--- src/include/icache_defs.svh ---
// instruction cache geometry, address field widths and replacement LFSR constants
`ifndef ICACHE_DEFS_SVH
`define ICACHE_DEFS_SVH

// geometry
`define ICACHE_WAYS       4
`define ICACHE_SETS       16
`define ICACHE_LINE_WORDS 4
`define ICACHE_WORD_W     32
`define ICACHE_ADDR_W     32

// derived widths
`define ICACHE_WAY_W  ($clog2(`ICACHE_WAYS))
`define ICACHE_IDX_W  ($clog2(`ICACHE_SETS))
`define ICACHE_OFF_W  ($clog2(`ICACHE_LINE_WORDS * `ICACHE_WORD_W / 8))
`define ICACHE_WSEL_W ($clog2(`ICACHE_LINE_WORDS))
`define ICACHE_TAG_W  (`ICACHE_ADDR_W - `ICACHE_IDX_W - `ICACHE_OFF_W)
`define ICACHE_LINE_W (`ICACHE_LINE_WORDS * `ICACHE_WORD_W)

// replacement lfsr, galois form of x^8 + x^6 + x^5 + x^4 + 1
`define ICACHE_LFSR_W    8
`define ICACHE_LFSR_SEED 8'hA5
`define ICACHE_LFSR_TAPS 8'hB8

`endif

--- src/rtl/icache_victim_sel.sv ---
// replacement way choice: lowest invalid way, else lfsr-driven random way
`include "icache_defs.svh"

module icache_victim_sel (
  input  logic                     clk_i,
  input  logic                     rst_ni,
  input  logic [`ICACHE_WAYS-1:0]  valid_i,
  input  logic                     step_i,
  output logic [`ICACHE_WAY_W-1:0] victim_way_o
);

  logic [`ICACHE_LFSR_W-1:0] lfsr_q;
  logic [`ICACHE_WAY_W-1:0]  inv_way;
  logic                      all_valid;

  assign all_valid = &valid_i;

  // scan down so the lowest invalid way wins
  always_comb begin
    inv_way = '0;
    for (int w = `ICACHE_WAYS - 1; w >= 0; w--) begin
      if (!valid_i[w]) begin
        inv_way = w[`ICACHE_WAY_W-1:0];
      end
    end
  end

  // galois lfsr, advances only when a full set is refilled
  always_ff @(posedge clk_i or negedge rst_ni) begin
    if (!rst_ni) begin
      lfsr_q <= `ICACHE_LFSR_SEED;
    end else if (step_i && all_valid) begin
      lfsr_q <= (lfsr_q >> 1) ^ ({`ICACHE_LFSR_W{lfsr_q[0]}} & `ICACHE_LFSR_TAPS);
    end
  end

  assign victim_way_o = all_valid ? lfsr_q[`ICACHE_WAY_W-1:0] : inv_way;

endmodule

--- config.mk ---
export PLATFORM = sky130hd
export DESIGN_NAME = icache_victim_sel
export DESIGN_NICKNAME = d
export VERILOG_FILES = /design/src/rtl/icache_victim_sel.sv
export VERILOG_INCLUDE_DIRS = /design/src /design/src/include
export SDC_FILE = /design/constraint.sdc
export NUM_CORES = 1
export LEC_CHECK = 0
export ABC_AREA = 1
export BUFFER_PORTS_ARGS = -buffer_cell sky130_fd_sc_hd__buf_2
export CORE_AREA = 2 2 39 41
export CTS_CLUSTER_SIZE = 12
export DETAILED_ROUTE_END_ITERATION = 10
export DIE_AREA = 0 0 41 43
export PLACE_DENSITY = 0.61
export SLEW_MARGIN = 0
export SYNTH_ARGS = -nofsm -noshare
export SYNTH_HDL_FRONTEND = slang
export SYNTH_SLANG_ARGS = --single-unit
--- constraint.sdc ---
create_clock -name clk_i -period 2.95 [get_ports clk_i]
set_clock_uncertainty 0.2 [all_clocks]
set_input_delay 0.1475 -clock clk_i [delete_from_list [all_inputs] [get_ports clk_i]]
set_output_delay 0.1475 -clock clk_i [all_outputs]
set_load 0.1 [all_outputs]
* Word level (Yosys, flattened, before mapping) *
Cells that the tools add are included.

cells by class
  reduce and logical (&&, ||, !) cells = 2
  bitwise operators = 1
  mux-type cells = 5

operators with widths
  operator             number
  $mux W2              5
  $xor A7 B8 Y8        1
  $reduce_and A4 Y1    1
  $logic_and A1 B1 Y1  1

word-level totals
  input port bits = 7
  register bits = 8
  word-level logic and storage cells = 9
  output and inout bits = 2

* Depth between registers and ports, before layout *
Gate-level depths: netlist (run 1).

  depth in word-level cells = 5
  mapped depth = 5
  depth with buffers taken out = 5

* Worst setup path before layout (run 1) *
OpenSTA, ideal clock, no wires.

  path type = register to output
  start point = register lfsr_q[1]
  end point = output port victim_way_o[1]
  stages on the path, launching flop included = 3
  slack = 0.958 ns
  data required time = 2.602 ns
  arrival time = 1.645 ns
  cells stage by stage = dfrtp_1 -> nor2_1 -> nor2_1

on the way
  word-level cells in the longest chain between the ends = 1

RTL lines
  item                      line                     RTL
  start: declaration        icache_victim_sel.sv:12  logic [`ICACHE_LFSR_W-1:0] lfsr_q;
  start signal: assignment  icache_victim_sel.sv:31  lfsr_q <= `ICACHE_LFSR_SEED;
  start signal: assignment  icache_victim_sel.sv:33  lfsr_q <= (lfsr_q >> 1) ^ ({`ICACHE_LFSR_W{lfsr_q[0]}} & `ICACHE_LFSR_TAPS);
  $mux W2                   icache_victim_sel.sv:37  assign victim_way_o = all_valid ? lfsr_q[`ICACHE_WAY_W-1:0] : inv_way;
  end: declaration          icache_victim_sel.sv:9   output logic [`ICACHE_WAY_W-1:0] victim_way_o

Every way passes these cells.

* Final worst setup path (run 1) *
  start point = register lfsr_q[0]
  end point = output port victim_way_o[0]

Same word-level chain as after synthesis.

==> flow_summary.ini, run 1 <==
[outcome]
status = completed

[synth]
ys_types = 11
syn_area_per_cell_um2 = 7.35
synth-edff-count = 0
synth_top_area_share_pct = 26.0
ys_ff_latch = 8
synthCells = 57
ys_seq_area_share_pct = 49.0
synth_top_area_cell = nand2_1
yosys_warnings = 0
synth_area_um2 = 419
synth_most_common_cell = nand2_1
ys.flop_type = dfstp_2
synthTopCellsByArea = nand2_1 (26%), dfstp_2 (25%), dfrtp_1 (24%)
async_flop_share_pct = 100
ys_top_cells_by_count = nand2_1 (29), nand3_1 (8), inv_1 (5), dfrtp_1 (4), dfstp_2 (4)
synth_nets = 64

[route]
drtIter0Drc = 10
highest_layer = met4
firstDrtPassIters = 4
route.met3.wl_um = 39
met1Wirelength_um = 371
wire_per_inst_um = 9.41
route.detailed.drc = 0
vias = 379
detail-route-antenna-nets = 0
dr_wl_met2_um = 379
drt-total-wl_um = 800
via_per_inst = 4.46

[clocking]
clockRootBuffer = clkbuf_4
cts_inserted_buffers = 3
cts_tree = yes
h-tree-depth = 1
clk_pin_slew_ns = 0.06
clk_latency_ns = 0.26
cts.path.max_buffers = 2
cts_resized = 0
cts_num_sinks = 8

[power]
p_sw_share_pct = 26.3
seq_power_share_pct = 49.4
leakagePower_nw = 0.279
power.share.combinational_pct = 13.4
power_frac_clock_pct = 37.2
p_int_mw = 0.164
power.switching_mw = 0.0587
power_density_mw_per_mm2 = 431
vdd_drop_max_mv = 0.137

[critical_path]
arrival_ns = 1.40
worst-path-max-fanout = 7
cp-end-kind = output port
crit_type = reg -> out
critPathLaunchType = flop
critPathRequiredTime_ns = 2.60

[cells_and_area]
multi_input_area_um2 = 190
area_growth_pct = 23.3
top_regs = lfsr_q (8)
postLayoutCoreUtil_pct = 37.3
regMostFlops = lfsr_q
diodes = 0
drive_gt1_share_pct = 26.1
seq_area_um2 = 205
largest_register_ffs = 8
fin_nets = 78
num-fill-cells = 152

[grt]
grt_max_degree = 11
grt_pass1_vias = 316
grt_pass1_wl_um = 1270
grt-ovfl-total = 0
grt_use_total_pct = 11.6
antenna_found_initial = 0

[floorplan]
core_area_mm2 = 0.00138
row_count = 14
die-area_mm2 = 0.00176
io_pins = 9
die_x_um = 41
start_util_pct = 30.3
die_h_um = 43

[worst_hold_path]
hold_class = in -> async

[placement]
post-place-ws_ns = 1.46
finalWeightedCongestion = 0.663
dp_hpwl_um = 566
numPortBuffers = 8

[sta]
fin_tns_setup_ns = 0
worstMarginPinSlew_ns = 0.483
rsz0062_at_grt = false
post-route-period-util_pct = 59.2
min_period_ns = 1.75
drv_slew = 0
hold_violations = 0
max_freq_mhz = 572
setup_slack_ns = 1.20
setup_viol = 0
slew_headroom_pct = 68.0

[run]
cap_violations = 0
## area by class of cell
type,count,share of cell area [%]
Timing Repair Buffer,10,11.6
Tap cell,16,3.87
Multi-Input combinational cell,43,36.8
Inverter,5,3.63
Clock buffer,3,4.36
Sequential cell,8,39.7
## power by group through the flow
stage | registers, mW | logic (mW) | clock network, mW
after floorplan | 0.112 | 0.0194 | 0
after global placement | 0.112 | 0.0280 | 0
after detailed placement | 0.112 | 0.0280 | 0
after CTS | 0.110 | 0.0301 | 0.0895
after global routing | 0.110 | 0.0326 | 0.0958
final | 0.110 | 0.0298 | 0.0829
## stage by stage
stage,instance area (um2),std cells,hold WS [ns],total power [mW]
after detailed placement,474,80,-0.200,0.140
after floorplan,419,57,-0.348,0.131
after CTS,517,85,0.0537,0.230
after global placement,474,80,-0.199,0.140
after global routing,517,85,0.0850,0.238
final,517,85,0.0613,0.223
## critical path, stage by stage, from the launching register on
cell,delay [ns]
dfstp_2,0.59
nand2_1,0.07
nand2_1,0.07
buf_2,0.41
## cell usage in the layout, fill, tap and decap left out
cell,netlist,routed
dfstp_2,4,4
inv_1,5,5
clkbuf_4,0,3
nand2_4,1,1
dfrtp_1,4,4
nand2_2,1,1
nor2_4,1,1
nor2_1,2,2
nand3_1,8,8
dlygate4sd3_1,0,2
o21ai_0,1,1
nand2_1,29,29
buf_2,0,8
## worst paths after layout
check                           startpoint         endpoint  slack, ns  depth (start not counted)
max in group asynchronous           rst_ni        lfsr_q[7]       2.24                          2
worst max register to register   lfsr_q[0]        lfsr_q[3]       1.72                          5
min in group clk_i              valid_i[1]        lfsr_q[0]       0.07                          5
worst min register to register   lfsr_q[2]        lfsr_q[2]       0.26                          2
worst min-delay path                rst_ni        lfsr_q[4]       0.06                          2
worst max-delay path             lfsr_q[0]  victim_way_o[0]       1.20                          3
## metal layers
metal | GRT usage, % | vias up
met2 | 16.9 | 7
met3 | 9.42 | 2
li1 | - | 199
met5 | 0 | -
met4 | 6.00 | 0
met1 | 11.2 | 171
## what timing repair did
action / in CTS / in global routing
hold buffers: 2 / 0
hold endpoints to repair: 10 / 0
setup buffers: 0 / 0
## kinds of logic after synthesis
logic type | count (synthesis) | share of synthesized area, %
buffers and inverters | 6 | 5.67
AOI/OAI and AO/OA | 1 | 1.19
DFF | 8 | 49.0
and+or+nand+nor | 42 | 44.2
Note: power is estimated with default switching activity, not from simulation.
==> inputs of run 2 (changes only) <==
==> constraint.sdc (replaced) <==
create_clock -name clk_i -period 1.7 [get_ports clk_i]
set_clock_uncertainty 0.2 [all_clocks]
set_input_delay 0.085 -clock clk_i [delete_from_list [all_inputs] [get_ports clk_i]]
set_output_delay 0.085 -clock clk_i [all_outputs]
set_load 0.1 [all_outputs]
==> run 2 against run 1 <==
  * Setup slack worse by 0.98 ns
  * Die area stayed put
  * Final area rose by 8.0%
  * Clock power is 97% higher
  * Register-to-register slack got worse by 1.2 ns
  * Via count rose by 5.3%
  * Sequential power up 74%
  * Sequential share of layout area down 2.9 points
  * First-iteration DRC count is 50% lower
  * Critical path depth did not move
  * Wire length up 14%
  * Sequential cell count is the same
==> flow_summary.ini, run 2 (same netlist as run 1, synthesis figures left out) <==
[outcome]
status = completed

[cells_and_area]
final_cell_mix = nand2_1 (29), nand3_1 (8), buf_2 (7)
area_growth_pct = 33.1
multi_input_area_um2 = 193
num-fill-cells = 145
fin_nets = 80
seq_area_um2 = 205
diodes = 0
top_regs = lfsr_q (8)
final_common_cell = nand2_1
drive_gt1_share_pct = 26.4
regMostFlops = lfsr_q
largest_register_ffs = 8

[floorplan]
row_count = 14
die_h_um = 43
core_area_mm2 = 0.00138
io_pins = 9
die_x_um = 41
start_util_pct = 30.3
die-area_mm2 = 0.00176

[worst_hold_path]
hold_start = valid_i[1]
hold_class = in -> reg

[sta]
rsz0062_at_grt = false
hold_violations = 0
post-route-period-util_pct = 87.1
fin_hold_ws_ns = 0.0255
setup_viol = 0
min_period_ns = 1.48
slew_headroom_pct = 67.8
max_freq_mhz = 675
worstMarginPinSlew_ns = 0.487
fin_tns_setup_ns = 0
drv_slew = 0

[power]
vdd_drop_max_mv = 0.256
leakagePower_nw = 0.293
power_density_mw_per_mm2 = 747
p_total_mw = 0.417

[critical_path]
crit_path_top_delay_cell = dfstp_2
cpLargestDelayFamily = flip-flops
worst-path-max-fanout = 7
crit_type = reg -> out
critPathLaunchType = flop
slowest_delay_ns = 0.58
reg2reg_from = lfsr_q[0]
path_buf_inv = 1
cp_cell_sequence = nand2_1, nand2_1, buf_12
critPathRequiredTime_ns = 1.41
arrival_ns = 1.20
cp-end-kind = output port
cp-startpoint = lfsr_q[0]
crit_path_frequent_cell = nand2_1

[route]
vias = 399
detail-route-antenna-nets = 0
via_per_inst = 4.53
drtIter0Drc = 5
drt-total-wl_um = 915
route.detailed.drc = 0
firstDrtPassIters = 4
wire_per_inst_um = 10.4

[grt]
antenna_found_initial = 0
grt_pass1_vias = 358
grt_pass1_wl_um = 1520
grt-ovfl-total = 0
grt_max_degree = 11
grt_use_total_pct = 13.1

[placement]
dp_hpwl_um = 582
finalWeightedCongestion = 0.675
numPortBuffers = 8

[clocking]
h-tree-depth = 1
clockRootBuffer = clkbuf_4
cts_resized = 0
cts_num_sinks = 8
postCtsSetupBuffers = 0
cts_tree = yes
clk_latency_ns = 0.26
cts.path.max_buffers = 2
cts_inserted_buffers = 3
clk_pin_slew_ns = 0.06

[run]
cap_violations = 0
run 2: changes by cell type in the layout (fill, tap and decap cells not counted), sizes merged:
cell | previous run | this run
dlygate4sd3 | 2 | 4
clkbuf | 3 | 4
run 2: what timing repair did:
item,in CTS,in global routing
setup endpoints to repair,0,0
hold buffers,4,0
endpoints found under the hold margin,16,0
run 2: tightest hold or removal path, cell delays in order:
cell     delay [ns]
buf_2          0.11
nand2_2        0.09
nor2_4         0.08
nand3_1        0.07
nand2_1        0.05
run 2: stage by stage:
stage / setup WS (ns) / instance area, um2 / instances / utilization [%]
4_1_cts: 0.199 / 558 / 88 / 40.3
5_1_grt: 0.153 / 558 / 88 / 40.3
3_3_place_gp: 0.500 / 492 / 80 / 35.5
2_1_floorplan: 0.153 / 422 / 57 / -
6_report: 0.219 / 558 / 88 / 40.3
3_5_place_dp: 0.480 / 492 / 80 / 35.5
run 2: path summary, 6_finish.rpt:
kind	endpoint	slack (ns)	cells past startpoint
worst max register to register	lfsr_q[3]	0.52	5
worst min register to register	lfsr_q[7]	0.27	2
worst min-delay path	lfsr_q[2]	0.03	5
min in group asynchronous	lfsr_q[2]	0.17	2
max in group asynchronous	lfsr_q[6]	0.52	3
worst max-delay path	victim_way_o[0]	0.22	3
run 2: where the power goes:
part / leakage (nW) / internal, mW / switching, mW
clock network: 0.0150 / 0.0903 / 0.0727
logic: 0.181 / 0.0212 / 0.0417
registers: 0.0971 / 0.191 / 0
total: 0.293 / 0.302 / 0.114
run 2: cell type report:
| cell class | instances | share of cell area [%] |
|---|---|---|
| Sequential cell | 8 | 36.8 |
| Multi-Input combinational cell | 43 | 34.5 |
| Timing Repair Buffer | 12 | 17.0 |
| Clock buffer | 4 | 4.71 |
| Tap cell | 16 | 3.59 |
| Inverter | 5 | 3.36 |
run 2: routing by layer:
| metal | up-vias | track usage, % | wire length [um] |
|---|---|---|---|
| met3 | 0 | 3.14 | 24 |
| met2 | 8 | 16.3 | 422 |
| li1 | 206 | - | - |
| met4 | 0 | 8.00 | 0 |
| met1 | 185 | 19.5 | 468 |
| met5 | - | 0 | 0 |
==> inputs of run 3 (changes only) <==
--- a/config.mk
+++ b/config.mk
@@ -12,6 +12,7 @@
 export CTS_CLUSTER_SIZE = 12
 export DETAILED_ROUTE_END_ITERATION = 10
 export DIE_AREA = 0 0 41 43
+export HOLD_SLACK_MARGIN = 0.15
 export PLACE_DENSITY = 0.61
 export SLEW_MARGIN = 0
 export SYNTH_ARGS = -nofsm -noshare
==> constraint.sdc (replaced) <==
create_clock -name clk_i -period 1.7 [get_ports clk_i]
set_clock_uncertainty 0.2 [all_clocks]
set_input_delay 0.34 -clock clk_i [delete_from_list [all_inputs] [get_ports clk_i]]
set_output_delay 0.34 -clock clk_i [all_outputs]
set_load 0.1 [all_outputs]
==> run 3 against run 2 <==
  * Total power decreased by 4.8%
  * Critical path depth unchanged
  * First-iteration DRC count increased to 2.8 times the previous value
  * Die area unchanged
  * Largest cell class unchanged
  * Count of clock-buffer cells in the layout decreased by 1
  * Combinational power decreased by 1%
  * Critical path type unchanged
  * Worst hold slack improved by 0.17 ns
  * Highest routed layer is now met4
==> flow_summary.ini, run 3 (same netlist as run 1, synthesis figures left out) <==
[clocking]
clockRootBuffer = clkbuf_4
cts_inserted_buffers = 3
clk_pin_slew_ns = 0.06
cts_tree = yes
cts.path.max_buffers = 2
cts_resized = 0
cts_num_sinks = 8
h-tree-depth = 1
clk_latency_ns = 0.25

[critical_path]
critPathLaunchType = flop
crit_type = reg -> out
cpLargestDelayFamily = flip-flops
arrival_ns = 1.10
critPathRequiredTime_ns = 1.16
r2r_slack_ns = 0.41
reg2reg_to = lfsr_q[3]
reg2reg_from = lfsr_q[0]
path_buf_inv = 1
cp-end-kind = output port
worst-path-max-fanout = 2
cp_cell_sequence = nand2_1, nand2_2, buf_12
path_depth = 3
r2r_cells = 6
crit_path_top_delay_cell = dfstp_2
slowest_delay_ns = 0.53

[cells_and_area]
postLayoutCoreUtil_pct = 40.2
final_common_cell = nand2_1
final_cell_mix = nand2_1 (28), nand3_1 (8), buf_2 (6)
drive_gt1_share_pct = 31.4
top_regs = lfsr_q (8)
seq_area_um2 = 205
largest_register_ffs = 8
fin_area_um2 = 557
fin_nets = 79
diodes = 0
regMostFlops = lfsr_q
area_growth_pct = 32.8
fin_cells = 86
num-fill-cells = 152
multi_input_area_um2 = 195

[route]
vias = 385
route.detailed.drc = 0
wire_per_inst_um = 9.26
met1Wirelength_um = 359
route.met3.wl_um = 57
via_per_inst = 4.48
firstDrtPassIters = 4
dr_wl_met2_um = 370
drt-total-wl_um = 796
detail-route-antenna-nets = 0
drtIter0Drc = 14
highest_layer = met4

[floorplan]
die-area_mm2 = 0.00176
core_area_mm2 = 0.00138
row_count = 14
start_util_pct = 30.3
die_h_um = 43
io_pins = 9
die_x_um = 41

[grt]
grt_pass1_vias = 331
grt_pass1_wl_um = 1340
antenna_found_initial = 0
grt_use_total_pct = 11.8
grt-ovfl-total = 0
grt_max_degree = 10

[placement]
place_area_um2 = 517
dp_hpwl_um = 572
numPortBuffers = 8
finalWeightedCongestion = 0.653
placed_cells = 81

[worst_hold_path]
hold_end = lfsr_q[5]
hold_start = step_i
hold_class = in -> reg
holdPathStages = 3

[sta]
setup_viol = 0
post-route-period-util_pct = 96.7
slew_headroom_pct = 87.8
max_freq_mhz = 608
worstMarginPinSlew_ns = 0.182
drv_slew = 0
fin_tns_setup_ns = 0
hold_violations = 0
min_period_ns = 1.64
rsz0062_at_grt = false

[power]
power_density_mw_per_mm2 = 712
vdd_drop_max_mv = 0.267
p_total_mw = 0.397
leakagePower_nw = 0.293

[outcome]
status = completed

[run]
cap_violations = 0
run 3: worst reg2reg max path, stage by stage, from the launching register on:
cell	delay, ns
dfstp_2	0.53
buf_4	0.14
inv_1	0.07
nand2_1	0.06
nand2_1	0.05
nand3_1	0.07
nand2_1	0.06
run 3: area by class of cell:
type	instances	share of cell area, %
timing repair buffer	11	17.1
tap	16	3.60
sequential	8	36.9
inverter	5	3.37
multi-input combinational	43	35.1
clock buffer	3	4.04
run 3: worst max path at each step:
| stage | from | endpoint | slack, ns |
|---|---|---|---|
| 2_1_floorplan | valid_i[2] | victim_way_o[1] | -0.13 |
| 3_3_place_gp | valid_i[0] | victim_way_o[0] | 0.21 |
| 3_5_place_dp | valid_i[0] | victim_way_o[0] | 0.21 |
| 4_1_cts | lfsr_q[0] | victim_way_o[0] | 0.05 |
| 5_1_grt | lfsr_q[0] | victim_way_o[0] | 0.03 |
| 6_report | lfsr_q[0] | victim_way_o[0] | 0.06 |
run 3: through the flow:
stage / setup slack [ns] / hold slack, ns
after floorplan: -0.128 / -0.156
after global placement: 0.211 / -0.00845
after detailed placement: 0.211 / -0.00807
after CTS: 0.0518 / 0.190
after global routing: 0.0266 / 0.206
final: 0.0560 / 0.194
run 3: timing repair:
| item | 4_1_cts | 5_1_grt |
|---|---|---|
| hold buffers | 1 | 0 |
| endpoints found under the hold margin | 8 | 0 |
| buffers inserted | 1 | 0 |
| endpoints found under the setup margin | 1 | 0 |
run 3: where the power goes:
group          internal [mW]  switching, mW
sequential             0.191              0
clock                 0.0807         0.0627
combinational         0.0215         0.0407
total                  0.293          0.103
run 3: routing by layer:
metal	up-vias	global-route usage, %
met5	-	0
met4	0	6.00
met3	2	7.85
met2	10	15.3
met1	172	14.4
li1	201	-
