===== src/include/icache_defs.svh =====
// instruction cache geometry, address field widths and replacement LFSR constants
`ifndef ICACHE_DEFS_SVH
`define ICACHE_DEFS_SVH

// geometry
`define ICACHE_WAYS       4
`define ICACHE_SETS       16
`define ICACHE_LINE_WORDS 4
`define ICACHE_WORD_W     32
`define ICACHE_ADDR_W     32

// derived widths
`define ICACHE_WAY_W  ($clog2(`ICACHE_WAYS))
`define ICACHE_IDX_W  ($clog2(`ICACHE_SETS))
`define ICACHE_OFF_W  ($clog2(`ICACHE_LINE_WORDS * `ICACHE_WORD_W / 8))
`define ICACHE_WSEL_W ($clog2(`ICACHE_LINE_WORDS))
`define ICACHE_TAG_W  (`ICACHE_ADDR_W - `ICACHE_IDX_W - `ICACHE_OFF_W)
`define ICACHE_LINE_W (`ICACHE_LINE_WORDS * `ICACHE_WORD_W)

// replacement lfsr, galois form of x^8 + x^6 + x^5 + x^4 + 1
`define ICACHE_LFSR_W    8
`define ICACHE_LFSR_SEED 8'hA5
`define ICACHE_LFSR_TAPS 8'hB8

`endif


===== src/rtl/icache_pkg.sv =====
// shared structs and enums of the instruction cache and its testbench
`include "icache_defs.svh"

package icache_pkg;

  // word-aligned fetch address
  typedef struct packed {
    logic [`ICACHE_ADDR_W-1:0] addr;
  } fetch_req_t;

  typedef struct packed {
    logic [`ICACHE_WORD_W-1:0] data;
    logic [`ICACHE_ADDR_W-1:0] addr;
  } fetch_rsp_t;

  // line refill request, nc marks a fill that is not written into the arrays
  typedef struct packed {
    logic [`ICACHE_ADDR_W-1:0] addr;
    logic [`ICACHE_WAY_W-1:0]  way;
    logic                      nc;
  } fill_req_t;

  typedef enum logic {IFILL, INVAL} rtrn_type_e;

  typedef struct packed {
    rtrn_type_e                rtype;
    logic [`ICACHE_LINE_W-1:0] data;
    // invalidation target
    logic [`ICACHE_IDX_W-1:0]  idx;
    logic                      all;
    logic                      vld;
    logic [`ICACHE_WAY_W-1:0]  way;
  } mem_rtrn_t;

  typedef enum logic [1:0] {FLUSH, IDLE, READ, MISS} ctrl_state_e;

  // array commands, reads and writes use separate set indices
  typedef struct packed {
    logic                     rd;
    logic                     wr;
    logic                     vld_we;
    logic                     all_ways;
    logic                     vld_wdata;
    logic [`ICACHE_IDX_W-1:0] rd_idx;
    logic [`ICACHE_IDX_W-1:0] idx;
  } array_cmd_t;

endpackage


===== src/rtl/icache_tag_array.sv =====
// per-way tag and valid storage with synchronous read and hit compare
`include "icache_defs.svh"

module icache_tag_array (
  input  logic                     clk_i,
  input  logic                     rst_ni,
  input  icache_pkg::array_cmd_t   cmd_i,
  input  logic [`ICACHE_TAG_W-1:0] tag_i,
  input  logic [`ICACHE_WAY_W-1:0] wr_way_i,
  input  icache_pkg::mem_rtrn_t    inv_i,
  output logic [`ICACHE_WAYS-1:0]  hit_o,
  output logic [`ICACHE_WAY_W-1:0] hit_way_o,
  output logic [`ICACHE_WAYS-1:0]  valid_o
);

  logic [`ICACHE_TAG_W-1:0] tag_mem  [`ICACHE_SETS][`ICACHE_WAYS];
  logic [`ICACHE_WAYS-1:0]  vld_q    [`ICACHE_SETS];
  logic [`ICACHE_TAG_W-1:0] tag_rd_q [`ICACHE_WAYS];
  logic [`ICACHE_IDX_W-1:0] rd_idx_q;
  logic [`ICACHE_WAYS-1:0]  vld_mask;

  // ways touched by a valid write
  always_comb begin
    vld_mask = '0;
    if (cmd_i.all_ways) begin
      vld_mask = '1;
    end else if (cmd_i.wr) begin
      vld_mask[wr_way_i] = 1'b1;
    end else begin
      vld_mask[inv_i.way] = 1'b1;
    end
  end

  always_ff @(posedge clk_i or negedge rst_ni) begin
    if (!rst_ni) begin
      for (int s = 0; s < `ICACHE_SETS; s++) begin
        vld_q[s] <= '0;
      end
      rd_idx_q <= '0;
    end else begin
      if (cmd_i.vld_we) begin
        vld_q[cmd_i.idx] <= (vld_q[cmd_i.idx] & ~vld_mask) |
                            (vld_mask & {`ICACHE_WAYS{cmd_i.vld_wdata}});
      end
      if (cmd_i.rd) begin
        rd_idx_q <= cmd_i.rd_idx;
      end
    end
  end

  // tags are read on the lookup edge, valid bits stay live for the read set
  always_ff @(posedge clk_i) begin
    if (cmd_i.wr) begin
      tag_mem[cmd_i.idx][wr_way_i] <= tag_i;
    end
    if (cmd_i.rd) begin
      for (int w = 0; w < `ICACHE_WAYS; w++) begin
        tag_rd_q[w] <= tag_mem[cmd_i.rd_idx][w];
      end
    end
  end

  assign valid_o = vld_q[rd_idx_q];

  always_comb begin
    hit_way_o = '0;
    for (int w = `ICACHE_WAYS - 1; w >= 0; w--) begin
      hit_o[w] = valid_o[w] && (tag_rd_q[w] == tag_i);
      if (hit_o[w]) begin
        hit_way_o = w[`ICACHE_WAY_W-1:0];
      end
    end
  end

  // allocation in the controller never duplicates a tag within a set
  a_hit_onehot: assert property (@(posedge clk_i) disable iff (!rst_ni)
    cmd_i.rd |=> $onehot0(hit_o))
    else $error("icache_tag_array: more than one way hits");

endmodule


===== config.mk =====
export PLATFORM = sky130hd
export DESIGN_NAME = icache_tag_array
export DESIGN_NICKNAME = d
export VERILOG_FILES = /design/src/rtl/icache_pkg.sv /design/src/rtl/icache_tag_array.sv
export VERILOG_INCLUDE_DIRS = /design/src /design/src/include
export SDC_FILE = /design/constraint.sdc
export NUM_CORES = 1
export LEC_CHECK = 0
export BUFFER_PORTS_ARGS = -buffer_cell sky130_fd_sc_hd__buf_4
export CAP_MARGIN = 10
export CORE_ASPECT_RATIO = 0.8
export CORE_UTILIZATION = 29
export CTS_CLUSTER_DIAMETER = 150
export CTS_CLUSTER_SIZE = 24
export DETAILED_ROUTE_END_ITERATION = 12
export GPL_TIMING_DRIVEN = 1
export PLACE_DENSITY = 0.47
export SLEW_MARGIN = 20
export SYNTH_ARGS = -nofsm -noshare
export SYNTH_HDL_FRONTEND = slang
export SYNTH_SLANG_ARGS = --single-unit

===== constraint.sdc =====
create_clock -name clk_i -period 8.8 [get_ports clk_i]
set_clock_uncertainty 0.1 [all_clocks]
set_input_delay 1.76 -clock clk_i [delete_from_list [all_inputs] [get_ports clk_i]]
set_output_delay 1.76 -clock clk_i [all_outputs]
set_load 0.02 [all_outputs]

# ---- Word-level counts from Yosys, hierarchy flattened
# Memories as Yosys holds them, arrays and structs flattened.
# Index checks and enable logic that the tools add are counted.
dict set report totals {
  regBits 68
  ram_bits 1632
  input_bits 178
  out_inout_bits 10
  elab_cells 72
  memories 2
}
# memory words word_bits rd rd_ports_with_merged_regs wr line_no
set memory_table {}
lappend memory_table {tag_mem 16 96 1 0 1 icache_tag_array.sv:16} ;# logic [`ICACHE_TAG_W-1:0] tag_mem [`ICACHE_SETS][`ICACHE_WAYS];
lappend memory_table {tag_rd_q 4 24 4 0 4 icache_tag_array.sv:18} ;# logic [`ICACHE_TAG_W-1:0] tag_rd_q [`ICACHE_WAYS];
dict set report op_classes {
  magnitude_cmp 9
  n_eq_ne 4
  mux 25
  bitwise 7
  n_reduce_logical 8
}
# op n
set ops {}
lappend ops {{24-bit == test} 4}
lappend ops {{96-bit 2-to-1 mux} 1}
lappend ops {{64-bit bitwise mux} 1}
lappend ops {{24-bit demux with 2-bit select} 1}
lappend ops {{4-bit binary-select mux with 4-bit select} 2}
lappend ops {{4-bit 2-to-1 mux} 7}
lappend ops {{24-bit 2-to-1 mux} 1}
lappend ops {{4-bit demux with 4-bit select} 1}
lappend ops {{5-bit >= comparator, second input constant} 2}
lappend ops {{4-bit inverter with 5-bit output} 2}
lappend ops {{4-bit bitwise AND} 2}
lappend ops {{1-bit logical AND} 8}
lappend ops {{2-bit 2-to-1 mux} 4}
lappend ops {{2-bit by 3-bit < comparator with 1-bit output, second input constant} 2}
lappend ops {{5-bit by 1-bit < comparator with 1-bit output, second input constant} 1}
lappend ops {{1-bit 2-to-1 mux} 5}
lappend ops {{1-bit demux with 2-bit select} 2}
lappend ops {{2-bit by 1-bit >= comparator with 1-bit output, second input constant} 2}
lappend ops {{4-bit inverter} 1}
lappend ops {{4-bit bitwise OR} 1}
lappend ops {{3-bit >= comparator, second input constant} 1}
lappend ops {{3-bit by 1-bit < comparator with 1-bit output, second input constant} 1}
lappend ops {{2-bit inverter with 3-bit output} 1}

# ---- Longest topological paths before layout
# Gate-level depths: netlist of the first run.
dict set report depth {
  word_depth 10
  ltp_mapped 8
  ltp_nobuf 6
}

# ---- Worst setup path before layout of the first run
# No wires, ideal clock.
dict set report synth_timing {
  kind {input -> output}
  startpoint {in tag_i[22]}
  endpoint {out hit_way_o[0]}
  arrival_time_ps 3181
  required_time_ps 6940
  slack_ps 3759
  path_stages 7
  path_buffers 1
  cell_sequence {clkbuf_1 > xnor2_1 > nand4_1 > nor4_1 > and4_1 > a21oi_1 > nor2_1}
}
dict set report synth_via {
  elab_chain_len 6
  elab_cells_between_ends 12
  cone_classes {eq/ne: 4; mux: 4; reduce/logical: 4}
}
# item line_no
set synth_rtl {}
lappend synth_rtl {{start, declared} icache_tag_array.sv:8} ;# input logic [`ICACHE_TAG_W-1:0] tag_i,
lappend synth_rtl {{24-bit == test} icache_tag_array.sv:68} ;# hit_o[w] = valid_o[w] && (tag_rd_q[w] == tag_i);
lappend synth_rtl {{1-bit logical AND} icache_tag_array.sv:68}
lappend synth_rtl {{via hit_o[3]} icache_tag_array.sv:11} ;# output logic [`ICACHE_WAYS-1:0] hit_o,
lappend synth_rtl {{2-bit 2-to-1 mux (4 in a row)} icache_tag_array.sv:69} ;# if (hit_o[w]) begin
lappend synth_rtl {{end, declared} icache_tag_array.sv:12} ;# output logic [`ICACHE_WAY_W-1:0] hit_way_o,
# The timed path passes the listed nets, and every way through them passes these cells.

# ---- Worst setup path after layout of the first run
dict set report layout_timing {
  startpoint {in tag_i[6]}
  endpoint {out hit_way_o[0]}
}
dict set report layout_via {
  elab_chain_len 6
  elab_cells_between_ends 12
  cone_classes {eq/ne: 4; mux: 4; reduce/logical: 4}
}
# item line_no
set layout_rtl {}
lappend layout_rtl {{24-bit == test} icache_tag_array.sv:68}
lappend layout_rtl {{1-bit logical AND} icache_tag_array.sv:68}
lappend layout_rtl {{2-bit 2-to-1 mux (3 in a row)} icache_tag_array.sv:69}
lappend layout_rtl {{2-bit 2-to-1 mux (*)} icache_tag_array.sv:69}
# Every way passes the cells marked *; elsewhere a longest branch is shown, timed or not.

==> results.toml, run 1 <==
[run_status]
status = "completed"

[setup_path]
cp_max_fo = 40
reg2reg_slack_ps = 6400
timing.rr.end = "vld_q[18]"
crit_path_end_kind = "output pin"
r2r-start = "vld_q[26]"
arrival_ps = 4550
crit_path_max_incr_delay_ps = 810
path_cells = "buf_4, xor2_1, nor4_1, nand4_1, a21oi_1, nor2_1, buf_4"
start_kind = "input pin"
required_ps = 6940
cp_common_cell = "buf_4"
crit_slowest_cell = "nor4_1"
worst-setup-path-type = "input pin to output pin"
reg2reg_depth = 4

[floorplanning]
die_x_um = 533.3
rows = 155
core-area_um2 = 223800
start_util = 0.2926
ios = 188
die_h_um = 427.0
die_area_um2 = 227700

[hold_path]
whs_endpoint = "vld_q[0]"
hp-class = "flop to flop"
hold_depth = 1
min-delay-start = "vld_q[0]"

[global_route]
grt_pass1_vias = 29240
grt_use_total = 0.1480
antenna_found_initial = 10
grt_remaining_overflow = 0
grt_pass1_wl_um = 237200
grt_max_degree = 124

[routing]
vias = 28770
antenna_left = 0
avgRoutedWirePerCell_um = 29.13
drcViolationCount = 0
wl_um = 169000
drt_pass1_iterations = 6
viasPerCell = 4.959
drt_iter0_drc = 3082

[sta]
finalMaxSlewViolations = 0
period_needed_ps = 6412
tns_ps = 0
slew_headroom = 0.2849
worst_slew_pin_slew_ps = 1070
hold_viol_final = 0
setup_viol = 0
fin_ws_ps = 2388
period_share = 0.7287
max_freq_ghz = 0.1559
rsz0062_at_grt = "false"

[clock_network]
cts_buffers = 80
clk_pin_slew_ps = 90
post_cts_buffers = 0
clock_latency_ps = 730
root_buffer = "clkbuf_16"
clock-sinks = 1700
cts-resized-gates = 0
clock_path_buffers = 3
ctsHoldBuffers = 0
htree_levels = 3
cts_tree = "yes"

[yosys]
yosysMostFrequentCell = "edfxtp_1"
synth_top_area_frac = 0.7484
synthArstFlopShare = 0.04000
syn-num-nets = 2876
ys_types = 28
synth_top_area_cell = "edfxtp_1"
syn_area_um2 = 65480
synth_commonest_cells = "1,632 x edfxtp_1, 508 x mux4_2, 99 x clkbuf_1"
syn_area_per_cell_um2 = 24.27
yosys-top-cells-area = "edfxtp_1 75%, mux4_2 17%, dfrtp_1 2.6%"
yosysSeqAreaShare = 0.7744
synth_edf_count = 1632
synth_flop_cell = "edfxtp_1"
ys_ff_latch = 1700
synth_cells = 2698
yosys_warnings = 0

[layout]
drive_gt1_frac = 0.3183
fin_area_um2 = 72750
layout-area-overhead-vs-synth_pct = 11.10
nNetsFinal = 2973

[power_and_ir_drop]
power_density_nw_per_um2 = 198.8
peakVddDrop_mv = 0.1231
leakage_uw = 0.02175
p_total_uw = 14460

[placement]
place.port_buffers = 52
dpl_cell_area_um2 = 70500
pre_cts_ws_ps = 2071
hpwl_um = 88850
routabilityCongestion = 0.7106

[job]
cap_viol_max_count = 0
==> sequential cells by signal, summed over array words and instances (netlist names) <==
name / count
rd_idx_q: 4
tag_mem: 1536
tag_rd_q: 96
vld_q: 64
==> power breakdown <==
group          internal, uW  switching [uW]
combinational           492             575
clock                  1730            2500
sequential             9050             117
==> worst max path at each step <==
stage,from,end,slack (ps),cells past startpoint
6_report,tag_i[6],hit_way_o[0],2390,7
5_1_grt,tag_i[6],hit_way_o[0],2100,7
4_1_cts,tag_i[6],hit_way_o[0],2050,7
3_5_place_dp,tag_i[6],hit_way_o[0],2070,7
3_3_place_gp,tag_i[6],hit_way_o[0],2050,7
2_1_floorplan,tag_i[22],hit_way_o[0],3760,7
==> per-layer routing <==
| metal | global-route usage | vias to the layer above | part of all wire |
|---|---|---|---|
| li1 | - | 11630 | - |
| met1 | 0.2268 | 16320 | 0.49 |
| met2 | 0.2272 | 686 | 0.46 |
| met3 | 0.01838 | 132 | 0.042 |
| met4 | 0.02517 | 4 | 0.014 |
| met5 | 0 | - | 0.00013 |
==> stage by stage <==
| stage | cells | hold WS (ps) | util |
|---|---|---|---|
| global route | 5798 | 452.3 | 0.3250 |
| floorplan | 2698 | 388.1 | - |
| global placement | 5689 | 408.1 | 0.3146 |
| detailed placement | 5694 | 413.6 | 0.3150 |
| finish | 5800 | 435.7 | 0.3250 |
| CTS | 5796 | 435.7 | 0.3248 |
==> final cells by class <==
type | count | area [um2]
Antenna cell | 2 | 5.005
Tap cell | 2983 | 3732
Inverter | 2 | 7.507
Clock buffer | 95 | 2079
Fill cell | 21030 | 151100
Clock inverter | 7 | 108.9
Timing Repair Buffer | 161 | 1459
Multi-Input combinational cell | 850 | 14640
Sequential cell | 1700 | 50710
==> worst max-delay path, delay by kind of cell <==
kind / cells / cell delay, ps
xor+xnor: 1 / 150
buf+inv: 2 / 640
simple gates: 3 / 1600
compound gates: 1 / 350
==> cells in the final DEF (no fill, tap or decap), types with 2 or more instances in the layout <==
cell type and instances:
nor2_1 8, mux4_2 508, clkinv_8 2, mux2_2 71, buf_12 16, xnor2_1 64, xor2_1 32, clkbuf_16 81
buf_4 139, and4_1 3, nand4_1 24, inv_6 3, nand3b_1 4, mux4_1 10, nand3_1 19, edfxtp_1 1632
clkbuf_1 14, nor4_1 12, nand2_1 15, buf_8 3, a22oi_1 2, nor2b_1 6, nor2_4 64, a21oi_1 2
dfrtp_1 67, inv_1 2, diode_2 2, buf_6 2
==> logic make-up after synthesis <==
group                     synth area share
and+or+nand+nor                    0.01171
DFF                                 0.7744
xor gates and xnor gates           0.01284
buffers and inverters             0.009363
muxes                               0.1912
AOI/OAI and AO/OA                0.0004968
Power figures use the tool's default switching activity.
==> run 2, diff against run 1 <==
==> constraint.sdc (replaced) <==
create_clock -name clk_i -period 6.18 [get_ports clk_i]
set_clock_uncertainty 0.1 [all_clocks]
set_input_delay 1.236 -clock clk_i [delete_from_list [all_inputs] [get_ports clk_i]]
set_output_delay 1.236 -clock clk_i [all_outputs]
set_load 0.02 [all_outputs]
==> run 2 against run 1 <==
  * Sequential share of layout area is 0.20 points lower
  * Clock-buffer cell count grew 1
  * Via count is 0.54% lower
  * Largest power group unchanged
  * Total power increased by 43%
  * Die area unchanged
==> results.toml, run 2 (synthesis results as in run 1) <==
[sta]
period_share = 0.8224
hold_viol_final = 0
setup_viol = 0
finalMaxSlewViolations = 0
worst_slew_pin_slew_ps = 1126
max_freq_ghz = 0.1968
rsz0062_at_grt = "false"
tns_ps = 0
period_needed_ps = 5082
slew_headroom = 0.2477

[setup_path]
cp_max_fo = 28
arrival_ps = 3750
crit_slowest_cell = "and4_1"
cp.depth = 9
cp_top_family = "simple AND/OR/NAND/NOR gates"
required_ps = 4840
start_kind = "input pin"
worst-setup-path-type = "input pin to output pin"
cp_common_cell = "buf_4"
crit_buf_inv = 3
crit_path_max_incr_delay_ps = 630
crit_path_end_kind = "output pin"
path_cells = "buf_4, buf_4, xnor2_1, nand4_1, nor4_1, and4_1, nor2_1, o21a_1, buf_4"
reg2reg_depth = 4

[floorplanning]
rows = 155
core-area_um2 = 223800
ios = 188
die_area_um2 = 227700
start_util = 0.2926
die_h_um = 427.0
die_x_um = 533.3

[placement]
routabilityCongestion = 0.7130
place.port_buffers = 52
dp_cells = 5729
hpwl_um = 97370

[power_and_ir_drop]
leakage_uw = 0.02191
pwr-share-clk = 0.293
switching_share = 0.2234
power_density_nw_per_um2 = 283.0
peakVddDrop_mv = 0.2123
p_sw_uw = 4614
comb_power_share = 0.075
seq_power_share = 0.632
p_int_uw = 16040

[global_route]
grt_use_total = 0.1497
antenna_found_initial = 13
grt_pass1_wl_um = 238500
grt_remaining_overflow = 0
grt_pass1_vias = 29280
grt_max_degree = 71

[hold_path]
hold_depth = 1
hp-class = "flop to flop"

[routing]
viasPerCell = 4.903
wl_um = 171000
routed-wl-met2_um = 79350
drt_pass1_iterations = 5
antenna_left = 0
m1WireLength_um = 80360
vias = 28610
avgRoutedWirePerCell_um = 29.30
drcViolationCount = 0
routed-wl-met3_um = 8658
drt_iter0_drc = 3311
top_layer_used = "met5"

[layout]
largest_register = "tag_mem"
top_regs = "tag_mem (1536), tag_rd_q (96), vld_q (64)"
largest_reg_flops = 1536
final_cell_mix = "1,632 x edfxtp_1, 508 x mux4_2, 173 x buf_4, 80 x clkbuf_16, 71 x mux2_2"
final_common_cell = "edfxtp_1"
nNetsFinal = 3006
layout-area-overhead-vs-synth_pct = 11.42
drive_gt1_frac = 0.3256
post-route-util = 0.3260
final_cells = 5835

[clock_network]
clock_latency_ps = 750
clk_pin_slew_ps = 90
clock-sinks = 1700
htree_levels = 3
cts-resized-gates = 0
cts_tree = "yes"
post_cts_buffers = 0
ctsHoldBuffers = 0
cts_buffers = 80
root_buffer = "clkbuf_16"
clock_path_buffers = 3

[run_status]
status = "completed"

[job]
cap_viol_max_count = 0
==> run 2: stage by stage <==
| stage | worst slack (ps) | instance area (um2) | total power, uW | hold slack [ps] |
|---|---|---|---|---|
| final | 1098 | 72960 | 20650 | 432.7 |
| after global routing | 1024 | 72950 | 21310 | 450.6 |
| after CTS | 1044 | 72950 | 20870 | 434.2 |
| after detailed placement | 1047 | 70780 | 14890 | 410.1 |
| after global placement | 1024 | 70740 | 14880 | 404.4 |
| after floorplan | 2075 | 65480 | 14180 | 388.1 |
==> run 2: worst reg2reg max path, delay by kind of cell (launching register included) <==
kind / cells / cell delay [ps]
flops: 1 / 420
mux: 4 / 1770
==> run 2: cell type report <==
type | count | area (um2)
fill | 21020 | 150800
sequential | 1700 | 50710
multi-input combinational | 850 | 14640
tap | 2983 | 3732
clock buffer | 96 | 2062
timing repair buffer | 194 | 1687
clock inverter | 8 | 110.1
inverter | 2 | 7.507
antenna | 2 | 5.005
==> run 2: metal layers <==
| layer | track usage | vias to the layer above |
|---|---|---|
| li1 | - | 11690 |
| met1 | 0.2208 | 16110 |
| met2 | 0.2341 | 666 |
| met3 | 0.02567 | 134 |
| met4 | 0.02595 | 6 |
| met5 | 0 | - |
==> run 2: final timing paths <==
path,slack (ps),startpoint,to
max in group asynchronous,4860,rst_ni,vld_q[8]
min,430,vld_q[30],vld_q[30]
min in group asynchronous,480,rst_ni,vld_q[46]
max,1100,tag_i[14],hit_way_o[1]
min reg2reg,430,vld_q[30],vld_q[30]
max reg2reg,3780,vld_q[23],vld_q[23]
==> run 2: power groups by stage <==
| stage | registers [uW] | logic [uW] | clock network (uW) |
|---|---|---|---|
| after global placement | 13300 | 1580 | 0 |
| after global routing | 13100 | 1660 | 6570 |
| final | 13000 | 1550 | 6050 |
| after CTS | 13000 | 1590 | 6240 |
| after detailed placement | 13300 | 1590 | 0 |
| after floorplan | 13200 | 946 | 0 |
